[src/source/stream_pkg.sv]
// Stream payload package with the tdata and tdest widths and the packed beat word
package stream_pkg;

    ////////////////////////////////////////////////////////////////////////////
    // Field widths
    ////////////////////////////////////////////////////////////////////////////

    localparam int data_width = 32;                 // One tdata word
    localparam int dest_width = 2;                  // Lane address field

    ////////////////////////////////////////////////////////////////////////////
    // Field and beat types
    ////////////////////////////////////////////////////////////////////////////

    typedef logic [data_width-1:0] data_t;
    typedef logic [dest_width-1:0] dest_t;

    // One beat as stored in the queues and forwarded by the merger
    typedef struct packed {
        data_t tdata;
        dest_t tdest;
        logic  tlast;                               // End of packet
    } beat_t;

endpackage

[src/source/lane_pkg.sv]
// Lane configuration package with the lane count, queue depth and lane limit
package lane_pkg;

    ////////////////////////////////////////////////////////////////////////////
    // Switch sizing defaults
    ////////////////////////////////////////////////////////////////////////////

    localparam int default_lanes    = 4;            // Queues behind the router
    localparam int default_capacity = 16;           // Beats per queue, at least 4

    // Highest lane count that tdest can address
    localparam int max_lanes = 2 ** stream_pkg::dest_width;

endpackage

[src/source/stream_queue.sv]
// Per-lane AXI4-Stream queue with registered write, almost-full ready and read FSM
`timescale 1ns/10ps

module stream_queue #(
    parameter int capacity = lane_pkg::default_capacity
) (
    input  logic              aclk,
    input  logic              areset_n,
    input  logic              rx_tvalid,
    input  stream_pkg::beat_t rx_beat,
    output logic              rx_tready,
    output logic              tx_tvalid,
    output stream_pkg::beat_t tx_beat,
    input  logic              tx_tready
);
    localparam int addr_width  = $clog2(capacity);
    localparam int count_width = $clog2(capacity + 1);

    if (capacity < 4) begin : g_capacity_check
        $error("stream_queue capacity must be at least 4");
    end

    typedef enum logic [0:0] {
        fsm_idle,
        fsm_data
    } fsm_state_t;

    stream_pkg::beat_t mem [capacity];

    logic                   write;                  // Registered input handshake
    stream_pkg::beat_t      write_data;
    logic                   read;
    stream_pkg::beat_t      read_data;
    logic [addr_width-1:0]  wr_ptr;
    logic [addr_width-1:0]  rd_ptr;
    logic [count_width-1:0] count;
    logic                   empty;
    logic                   almost_full;
    fsm_state_t             fsm_state;

    assign empty       = (count == '0);
    assign almost_full = (count >= count_width'(capacity - 2)); // Room for one beat in flight

    ////////////////////////////////////////////////////////////////////////////
    // Write side
    ////////////////////////////////////////////////////////////////////////////

    always_ff @(posedge aclk or negedge areset_n) begin
        if (!areset_n) begin
            write     <= 1'b0;
            rx_tready <= 1'b0;
        end else begin
            write     <= rx_tvalid && rx_tready;
            rx_tready <= !almost_full;
        end
    end

    always_ff @(posedge aclk) begin
        write_data <= rx_beat;
        if (write) begin
            mem[wr_ptr] <= write_data;
        end
        if (read) begin
            read_data <= mem[rd_ptr];               // One cycle read latency
        end
    end

    ////////////////////////////////////////////////////////////////////////////
    // Pointers and fill count
    ////////////////////////////////////////////////////////////////////////////

    always_ff @(posedge aclk or negedge areset_n) begin
        if (!areset_n) begin
            wr_ptr <= '0;
            rd_ptr <= '0;
            count  <= '0;
        end else begin
            if (write) begin
                wr_ptr <= (wr_ptr == addr_width'(capacity - 1)) ? '0 : wr_ptr + 1'b1;
            end
            if (read) begin
                rd_ptr <= (rd_ptr == addr_width'(capacity - 1)) ? '0 : rd_ptr + 1'b1;
            end
            case ({write, read})
                2'b10:   count <= count + 1'b1;
                2'b01:   count <= count - 1'b1;
                default: count <= count;            // Both or neither
            endcase
        end
    end

    ////////////////////////////////////////////////////////////////////////////
    // Read FSM
    ////////////////////////////////////////////////////////////////////////////

    always_ff @(posedge aclk or negedge areset_n) begin
        if (!areset_n) begin
            fsm_state <= fsm_idle;
        end else begin
            case (fsm_state)
                fsm_idle: begin
                    if (!empty) begin
                        fsm_state <= fsm_data;
                    end
                end
                default: begin
                    if (tx_tready && empty) begin
                        fsm_state <= fsm_idle;  // Last word taken
                    end
                end
            endcase
        end
    end

    // Fetch when nothing is shown or the shown beat leaves now
    assign read      = !empty && ((fsm_state == fsm_idle) || tx_tready);
    assign tx_tvalid = (fsm_state == fsm_data);
    assign tx_beat   = read_data;

endmodule

[config.mk]
export PLATFORM = sky130hd
export DESIGN_NAME = stream_queue
export DESIGN_NICKNAME = d
export VERILOG_FILES = /design/src/source/stream_pkg.sv /design/src/source/lane_pkg.sv /design/src/source/stream_queue.sv
export SDC_FILE = /design/constraint.sdc
export NUM_CORES = 1
export LEC_CHECK = 0
export ABC_AREA = 1
export ABC_CLOCK_PERIOD_IN_PS = 3150
export BUFFER_PORTS_ARGS = -buffer_cell sky130_fd_sc_hd__buf_2
export CORE_MARGIN = 5
export CORE_UTILIZATION = 47
export DETAILED_ROUTE_END_ITERATION = 10
export GPL_TIMING_DRIVEN = 0
export PLACE_DENSITY = 0.67
export SKIP_LAST_GASP = 1
export SYNTH_ARGS = -nofsm -noshare
export SYNTH_HDL_FRONTEND = slang
export SYNTH_SLANG_ARGS = --single-unit
[constraint.sdc]
create_clock -name aclk -period 3.15 [get_ports aclk]
set_input_delay 0.1575 -clock aclk [delete_from_list [all_inputs] [get_ports aclk]]
set_output_delay 0.1575 -clock aclk [all_outputs]
set_load 0.03 [all_outputs]
; ---- Word level (Yosys, flattened, before mapping)
; Memory sizes are Yosys's and may differ from the RTL's. A register that Yosys moved wholly into a read port is not among the register bits.
; Cells that the tools add are included.
[totals]
mem_bits_rw = 560
inputBits = 39
wordCells = 36
out_inout_bits = 37
memories = 1
register_bits = 51
[memory_table]
columns = memory, depth, word_bits, read_ports, rd_ports_with_merged_regs, write_ports, line
row1 = mem, 16, 35, 1, 1, 1, stream_queue.sv:28  ; stream_pkg::beat_t mem [capacity];
[classes]
n_bitwise = 1
n_eq_ne = 4
order_cmp = 1
mux = 8
add_sub_neg = 4
reduce_logical = 8
[op_table]
columns = operator, count
row1 = $pmux 5 s2, 1
row2 = $add 4x1->4 const B, 2
row3 = $eq 4x4->1 const B, 2
row4 = $mux 4, 2
row5 = $add 5x1->5 const B, 1
row6 = $ge 5x4->1 const B, 1
row7 = $logic_not 5->1, 1
row8 = $mux 1, 5
row9 = $sub 5x1->5 const B, 1
row10 = $logic_and 1x1->1, 3
row11 = $eq 2x1->1 const B, 1
row12 = $eq 2x2->1 const B, 1
row13 = $logic_not 1->1, 2
row14 = $reduce_bool 2->1, 1
row15 = $logic_or 1x1->1, 1
row16 = $not 1->1, 1

; ---- Depth between registers and ports, before layout
; Gate-level depths: netlist of the first run.
[logic_depth]
depth_word = 5
mapped_depth = 16
depth_no_buf = 16

; ---- Worst setup path after synthesis of the first run
; Ideal clock, no wire load.
[synth_timing]
path_type = register to register
startpoint = register fsm_state (netlist: tx_tvalid)
endpoint = register count[4]
required_ns = 3.033
t_arrival_ns = 2.567
path_stages_with_launch = 15
slack_ns = 0.466
setup_time_ns = 0.117
synth_period_minus_slack_ns = 2.684
cell_sequence = dfrtp_1 -> nand2_1 -> nand2_1 -> inv_1 -> ha_1 -> nor2_1 -> nor2_1 -> ha_1 -> inv_1 -> nand2_1 -> nand3_1 -> nand2_1 -> nand2_1 -> nand3_1 -> nand2_1
[synth_via]
elab_chain_len = 5
[synth_rtl]
columns = element, line
row1 = from (decl), stream_queue.sv:39  ; fsm_state_t fsm_state;
row2 = from (signal assigned), stream_queue.sv:98  ; fsm_state <= fsm_idle;
row3 = from (signal assigned), stream_queue.sv:103  ; fsm_state <= fsm_data;
row4 = from (signal assigned), stream_queue.sv:108  ; fsm_state <= fsm_idle;
row5 = $not 1->1 *, -
row6 = $logic_or 1x1->1 *, stream_queue.sv:116  ; assign read = !empty && ((fsm_state == fsm_idle) || tx_tready);
row7 = $logic_and 1x1->1 *, stream_queue.sv:116
row8 = $eq 2x1->1 or $eq 2x2->1 (tied branches), stream_queue.sv:84  ; case ({write, read})
row9 = $pmux 5 s2 or $reduce_bool 2->1 (tied branches), -
row10 = to (signal assigned), stream_queue.sv:85  ; 2'b10: count <= count + 1'b1;
row11 = to (signal assigned), stream_queue.sv:86  ; 2'b01: count <= count - 1'b1;
row12 = to (signal assigned), stream_queue.sv:87  ; default: count <= count;
row13 = to (decl), stream_queue.sv:36  ; logic [count_width-1:0] count;
; Every way passes the cells marked *; elsewhere a longest branch is shown, timed or not.
; A chain may end at the register's enable or synchronous reset.

; ---- Worst setup path after layout of the first run
[layout_timing]
startpoint = register count[1]
endpoint = register count[4]
[layout_via]
elab_chain_len = 5
[layout_rtl]
columns = element
row1 = "parallel branches: the longest is 5 deep, another holds $sub 5x1->5"
; Parallel ways; which one is timed is not known.

==> results.ini, run 1 <==
[setup_path]
crit_buf_inv = 3
worstPathArrival_ps = 2980
critPathTopFamily = simple AND/OR/NAND/NOR gates
required_ps = 3620
path_cells = nor2_1 -> nand3_1 -> nand2_1 -> inv_2 -> ha_1 -> nand2_1 -> inv_1 -> nor2_1 -> ha_1 -> inv_1 -> nand2_1 -> nand3_1 -> nand2_1 -> nand2_1 -> nand3_1 -> nand2_1
cpMostUsedCell = nand2_1
end_kind = flip-flop
start_kind = flip-flop
cp_max_fo = 11
cp_slowest_cell = dfrtp_1
critPathKind = flip-flop to flip-flop
cpPeakStageDelay_ps = 450

[detailed_routing]
drc = 0
ant_nets = 0
vias = 16224
totalWireLength_um = 64100
drt-initial-drc-count = 1604
dr.pass1.iters = 5
viasPerCell = 5.39
drt-wirelength-per-cell_um = 21.3

[finish]
diodes = 0
fin_cells = 3008
area_delta_synth_final_pct = 17.0
finalNetCount = 2315
stdcell_area_um2 = 29300
seq_area_um2 = 19000
multi_input_area_um2 = 5460
drive_above_1_share = 0.117
fillers = 4228

[power]
p_comb_frac = 0.326
p_per_area_nw_per_um2 = 936
pwr-share-seq = 0.391
power.leakage_nw = 10.5
power_w = 0.0274
sw_frac_of_total = 0.364
p_clk_frac = 0.283
switchingPower_w = 0.0100
p_int_w = 0.0174
peakVddDrop_v = 0.000644

[synth]
synth_top_family_by_area = simple AND/OR/NAND/NOR gates
synthXorXnorAreaFrac = 0.00140
ys.flop_type = edfxtp_1
synth_edf_count = 595
synthAdderAreaFrac = 0.00450
ys_warn_count = 0
syn_avg_cell_area_um2 = 12.1
synth_compound_area_frac = 0.0588
synthArstFlopShare = 0.0248
synth_cells = 2068
synth_simple_gate_area_frac = 0.148
ys_seq_area_frac = 0.757
synthesis.nets = 2116
synth.distinct_cells = 26
synth_seq_cells = 646
synth.area.mux_share = 0
synthesis.area_um2 = 25000

[floorplanning]
top_level_ports = 76
num_rows = 84
core-area_um2 = 52700
die_w_um = 241
die_y_um = 241
start_util = 0.476
die_area_um2 = 58000

[clock_network]
post-cts-setup-buffers = 0
numCtsBuffers = 67
cts_tree = built
clk_pin_slew_ps = 60
cts-root-buf = clkbuf_16
postCtsResizedCells = 0
cts.sinks = 646
cts.htree.levels = 3
clkLatencyLatePin_ps = 590
clockBufferDepth = 3
cts-hold-fix-buffers = 38

[global_route]
grt_max_degree = 32
antenna_found_initial = 0
grt_first_pass_wirelength_um = 95100
grt_usage = 0.219
grt_pass1_vias = 16099
grt_overflow = 0

[place]
place_congestion = 0.824
place.detailed.hpwl_um = 40200
dp_cells = 2848
place_area_um2 = 26800
portBuffers = 75

[sta]
rsz0062_at_grt = false
hold_viol = 0
final-max-slew-violation-count = 0
finalCritPeriodShare = 0.794
maxSlewHeadroom = 0.437
fmax_ghz = 0.400
setup_violations = 0
skew_ps = 24.3
tightest_slew_ps = 844
post-route-min-period_ps = 2500

[run]
cap_violations = 0

[hold_path]
hold_class = input port to async pin

[run_status]
status = finished clean

synth_stat cells (3+ instances only):
library cell / n / area, um^2
inv_2: 3 / 11.3
inv_1: 38 / 143
clkinv_1: 17 / 63.8
o21ai_0: 229 / 1150
dfrtp_1: 16 / 400
buf_4: 15 / 113
clkbuf_1: 48 / 180
edfxtp_1: 595 / 17900
buf_2: 41 / 205
nand3_1: 116 / 581
xor2_1: 3 / 26.3
buf_1: 5 / 18.8
dfxtp_1: 35 / 701
o21ai_1: 60 / 300
nor2_1: 581 / 2180
nand2_1: 247 / 927
ha_1: 9 / 113
per-stage QoR:
step / util / setup slack, ps / setup TNS, ps / hold WS [ps]
after floorplan: - / 466 / 0 / -138
after CTS: 0.557 / 639 / 0 / 26.7
final: 0.557 / 649 / 0 / 42.1
after global placement: 0.499 / -1270 / -614750 / 124
after detailed placement: 0.508 / 651 / 0 / 128
after global routing: 0.557 / 430 / 0 / 81.2
worst paths after layout:
path	startpoint	end	slack [ps]	cells after the start
setup / recovery	count[1]	count[4]	650	16
hold / removal	areset_n	tx_tvalid	40	2
setup reg to reg	count[1]	count[4]	650	16
hold reg to reg	rx_tready	write	490	2
max in group asynchronous	areset_n	count[0]	2800	2
min in group aclk	rx_beat[33]	write_data[33]	190	2
cells by family (layout without fill, tap and decap cells):
family,after synthesis,count (layout)
flip-flops,646,646
AND/OR/NAND/NOR,948,948
AO/OA/AOI/OAI,293,293
adder cells (fa/ha/maj),9,9
XOR/XNOR,4,4
buffers and inverters,168,420
flip-flops by register name, summed over array words and instances (netlist names):
| name | count |
|---|---|
| rx_tready | 1 |
| rd_ptr | 4 |
| count | 5 |
| write_data | 35 |
| tx_tvalid | 1 |
| tx_beat | 35 |
| write | 1 |
| mem | 560 |
| wr_ptr | 4 |
power by group through the flow:
stage	Combinational [W]	Sequential (W)	Clock (W)
after global placement	0.00848	0.0109	0
after floorplan	0.00511	0.0113	0
after global routing	0.00982	0.0108	0.00822
final	0.00895	0.0107	0.00777
after CTS	0.00895	0.0107	0.00787
after detailed placement	0.00883	0.0109	0
cell usage in the layout, fill, tap and decap left out, types with 14 or more instances in the layout:
cell / count
clkbuf_1: 58
dfxtp_1: 35
nor2_4: 16
dlygate4sd3_1: 38
inv_1: 37
nand3_1: 116
buf_4: 15
nor2_1: 565
nand2_1: 247
o21ai_1: 60
buf_12: 14
clkinv_2: 14
o21ai_0: 229
clkbuf_16: 71
dfrtp_1: 16
edfxtp_1: 595
clkinv_1: 28
buf_2: 116
per-layer routing:
layer | up-vias | routed length (um) | track usage
li1 | 7556 | - | -
met1 | 7800 | 25400 | 0.289
met2 | 714 | 31000 | 0.366
met3 | 154 | 5560 | 0.0438
met4 | 0 | 2130 | 0.0826
met5 | - | 0 | 0
final cells by class:
type,instances,share of cell area
repair buffers,130,0.0382
inverters,58,0.00743
clock buffers,82,0.0624
well taps,688,0.0294
multi-input cells,1254,0.186
clock inverters,40,0.0117
flip-flops and latches,646,0.647
plain buffers,110,0.0180
worst reg2reg max path, stage by stage (launching register included):
cell and delay, ps:
dfrtp_1 450, nor2_1 170, nand3_1 90, nand2_1 240, inv_2 220, ha_1 290
nand2_1 90, inv_1 50, nor2_1 130, ha_1 160, inv_1 40, nand2_1 90
nand3_1 120, nand2_1 80, nand2_1 50, nand3_1 70, nand2_1 50
Power figures use the tool's default switching activity.
==> run 2, diff against run 1 <==
Settings changed: ABC_CLOCK_PERIOD_IN_PS 3150 to 2400.
Clock period 3.15 ns to 2.4 ns, I/O delays scaled along.
==> run 2 against run 1 <==
Net effect:
- worst setup slack got worse by 630 ps
- critical path depth down 12
- highest routed layer unchanged
- largest cell class unchanged
- critical endpoint is now mem[6][15]
- sequential share of layout area up 0.13 points
- utilization fell by 0.11 points
==> results.ini, run 2 (synthesis gave the netlist of run 1 again) <==
[run_status]
status = finished clean  ; unchanged

[finish]
stdcell_area_um2 = 29300  ; about the same
fillers = 4231  ; was 4,228
drive_above_1_share = 0.113  ; was 0.117
area_delta_synth_final_pct = 16.8  ; was 17.0%
largest_register_ffs = 560  ; unchanged
diodes = 0  ; unchanged
layout_common_cells = 595 x edfxtp_1, 565 x nor2_1, 246 x nand2_1  ; was 595 x edfxtp_1, 565 x nor2_1, 247 x nand2_1
layout_commonest_cell = edfxtp_1  ; unchanged
finalNetCount = 2319  ; was 2,315
fin_cells = 3008  ; unchanged
fin_util = 0.556  ; was 0.557
largest_register = mem  ; unchanged

[place]
portBuffers = 75  ; unchanged
place_area_um2 = 26800  ; about the same
pre_cts_ws_ps = -1150  ; was 651 ps
place_congestion = 0.832  ; was 0.824
dp_cells = 2847  ; was 2,848
place.detailed.hpwl_um = 39900  ; was 40,200 um

[run]
cap_violations = 0  ; unchanged

[setup_path]
cp_max_fo = 23  ; was 11
start_kind = flip-flop  ; unchanged
cp_slowest_cell = nor2_4  ; was dfrtp_1
critPathKind = flip-flop to flip-flop  ; unchanged
path_cells = clkbuf_1 -> nand2_1 -> nor2_4 -> buf_16  ; was nor2_1 -> nand3_1 -> nand2_1 -> inv_2 -> ha_1 -> nand2_1 -> inv_1 -> nor2_1 -> ha_1 -> inv_1 -> nand2_1 -> nand3_1 -> nand2_1 -> nand2_1 -> nand3_1 -> nand2_1
critPathTopFamily = simple AND/OR/NAND/NOR gates  ; unchanged
crit_buf_inv = 2  ; was 3
crit_start = write  ; was count[1]
worstPathArrival_ps = 2670  ; was 2980 ps
end_kind = flip-flop  ; unchanged
cpPeakStageDelay_ps = 820  ; was 450 ps
required_ps = 2690  ; was 3620 ps
r2r-start = write  ; was count[1]

[floorplanning]
die_area_um2 = 58000  ; unchanged
top_level_ports = 76  ; unchanged
die_w_um = 241  ; unchanged
core-area_um2 = 52700  ; unchanged
die_y_um = 241  ; unchanged
num_rows = 84  ; unchanged
start_util = 0.476  ; unchanged

[power]
peakVddDrop_v = 0.000750  ; was 0.000644 V
p_per_area_nw_per_um2 = 1220  ; was 936 nW/um^2
power.leakage_nw = 10.5  ; about the same

[detailed_routing]
vias = 16333  ; was 16,224
ant_nets = 0  ; unchanged
drt-wirelength-per-cell_um = 21.6  ; was 21.3 um
totalWireLength_um = 65000  ; was 64,100 um
drt-initial-drc-count = 1881  ; was 1,604
dr.pass1.iters = 5  ; unchanged
viasPerCell = 5.43  ; was 5.39
drc = 0  ; unchanged

[clock_network]
cts.htree.levels = 3  ; unchanged
numCtsBuffers = 67  ; unchanged
cts-root-buf = clkbuf_16  ; unchanged
clk_pin_slew_ps = 60  ; about the same
cts.sinks = 646  ; unchanged
clockBufferDepth = 3  ; unchanged
clkLatencyLatePin_ps = 590  ; about the same
cts_tree = built  ; unchanged

[hold_path]
hold_class = input port to flip-flop  ; was input port to async pin
worstHoldStart = rx_beat[29]

[sta]
post-route-min-period_ps = 2380  ; was 2500 ps
skew_ps = 13.9  ; was 24.3 ps
setup_violations = 0  ; unchanged
final-max-slew-violation-count = 0  ; unchanged
finalCritPeriodShare = 0.991  ; was 0.794
finalSetupTns_ps = 0  ; unchanged
tightest_slew_ps = 967  ; was 844 ps
rsz0062_at_grt = true  ; was false
fmax_ghz = 0.420  ; was 0.400 GHz
hold_viol = 0  ; unchanged
layout_setup_ws_ps = 21.5  ; was 649 ps
maxSlewHeadroom = 0.351  ; was 0.437

[global_route]
grt_overflow = 0  ; unchanged
grt_max_degree = 27  ; was 32
grt_pass1_vias = 16133  ; was 16,099
grt_usage = 0.221  ; was 0.219
antenna_found_initial = 0  ; unchanged
grt_first_pass_wirelength_um = 96000  ; was 95,100 um

## run 2: changes by cell type in the layout (fill, tap and decap cells not counted), sizes merged, moves of 2 or more
cell | before | now
clkbuf | 130 | 136
bufinv | 5 | 2
inv | 44 | 42
clkinvlp | 6 | 4
## run 2: report_power, final
group          leakage [nW]  internal [W]  switching [W]
clock                 0.987       0.00554        0.00408
combinational          3.60       0.00332        0.00856
sequential             5.87        0.0136       0.000464
## run 2: layer usage
layer	up-vias	wire length, um	GRT usage
met5	-	0	0
met3	116	5700	0.0432
li1	7553	-	-
met2	791	31300	0.370
met4	0	1840	0.0682
met1	7873	26100	0.297
## run 2: what timing repair did
item                       CTS  global route
setup endpoints to repair   52            46
resized for setup            1             1
hold buffers                39             0
pin swaps                    1             2
hold endpoints to repair    53             0
setup buffers                1             1
gates cloned                 2             0
## run 2: final timing paths
check	cells past startpoint	slack (ps)	to
max	4	20	mem[6][15]
min	2	170	write_data[29]
max reg2reg	4	20	mem[6][15]
min reg2reg	2	500	write
max in group asynchronous	3	1100	tx_tvalid
min in group asynchronous	3	710	count[3]
## run 2: metrics by stage
step	hold WS (ps)	total power [W]
global route	148	0.0374
CTS	139	0.0357
finish	165	0.0356
global placement	69.4	0.0255
floorplan	-176	0.0216
detailed placement	76.8	0.0260
## run 2: layout make-up
type / instances / area, um^2 / share of cell area
plain buffers: 110 / 528 / 0.0180
clock buffers: 88 / 1820 / 0.0621
clock inverters: 30 / 193 / 0.00659
inverters: 58 / 221 / 0.00757
multi-input cells: 1254 / 5480 / 0.187
flip-flops and latches: 646 / 19000 / 0.648
well taps: 688 / 861 / 0.0294
repair buffers: 132 / 1180 / 0.0404
repair inverters: 2 / 12.5 / 0.000428
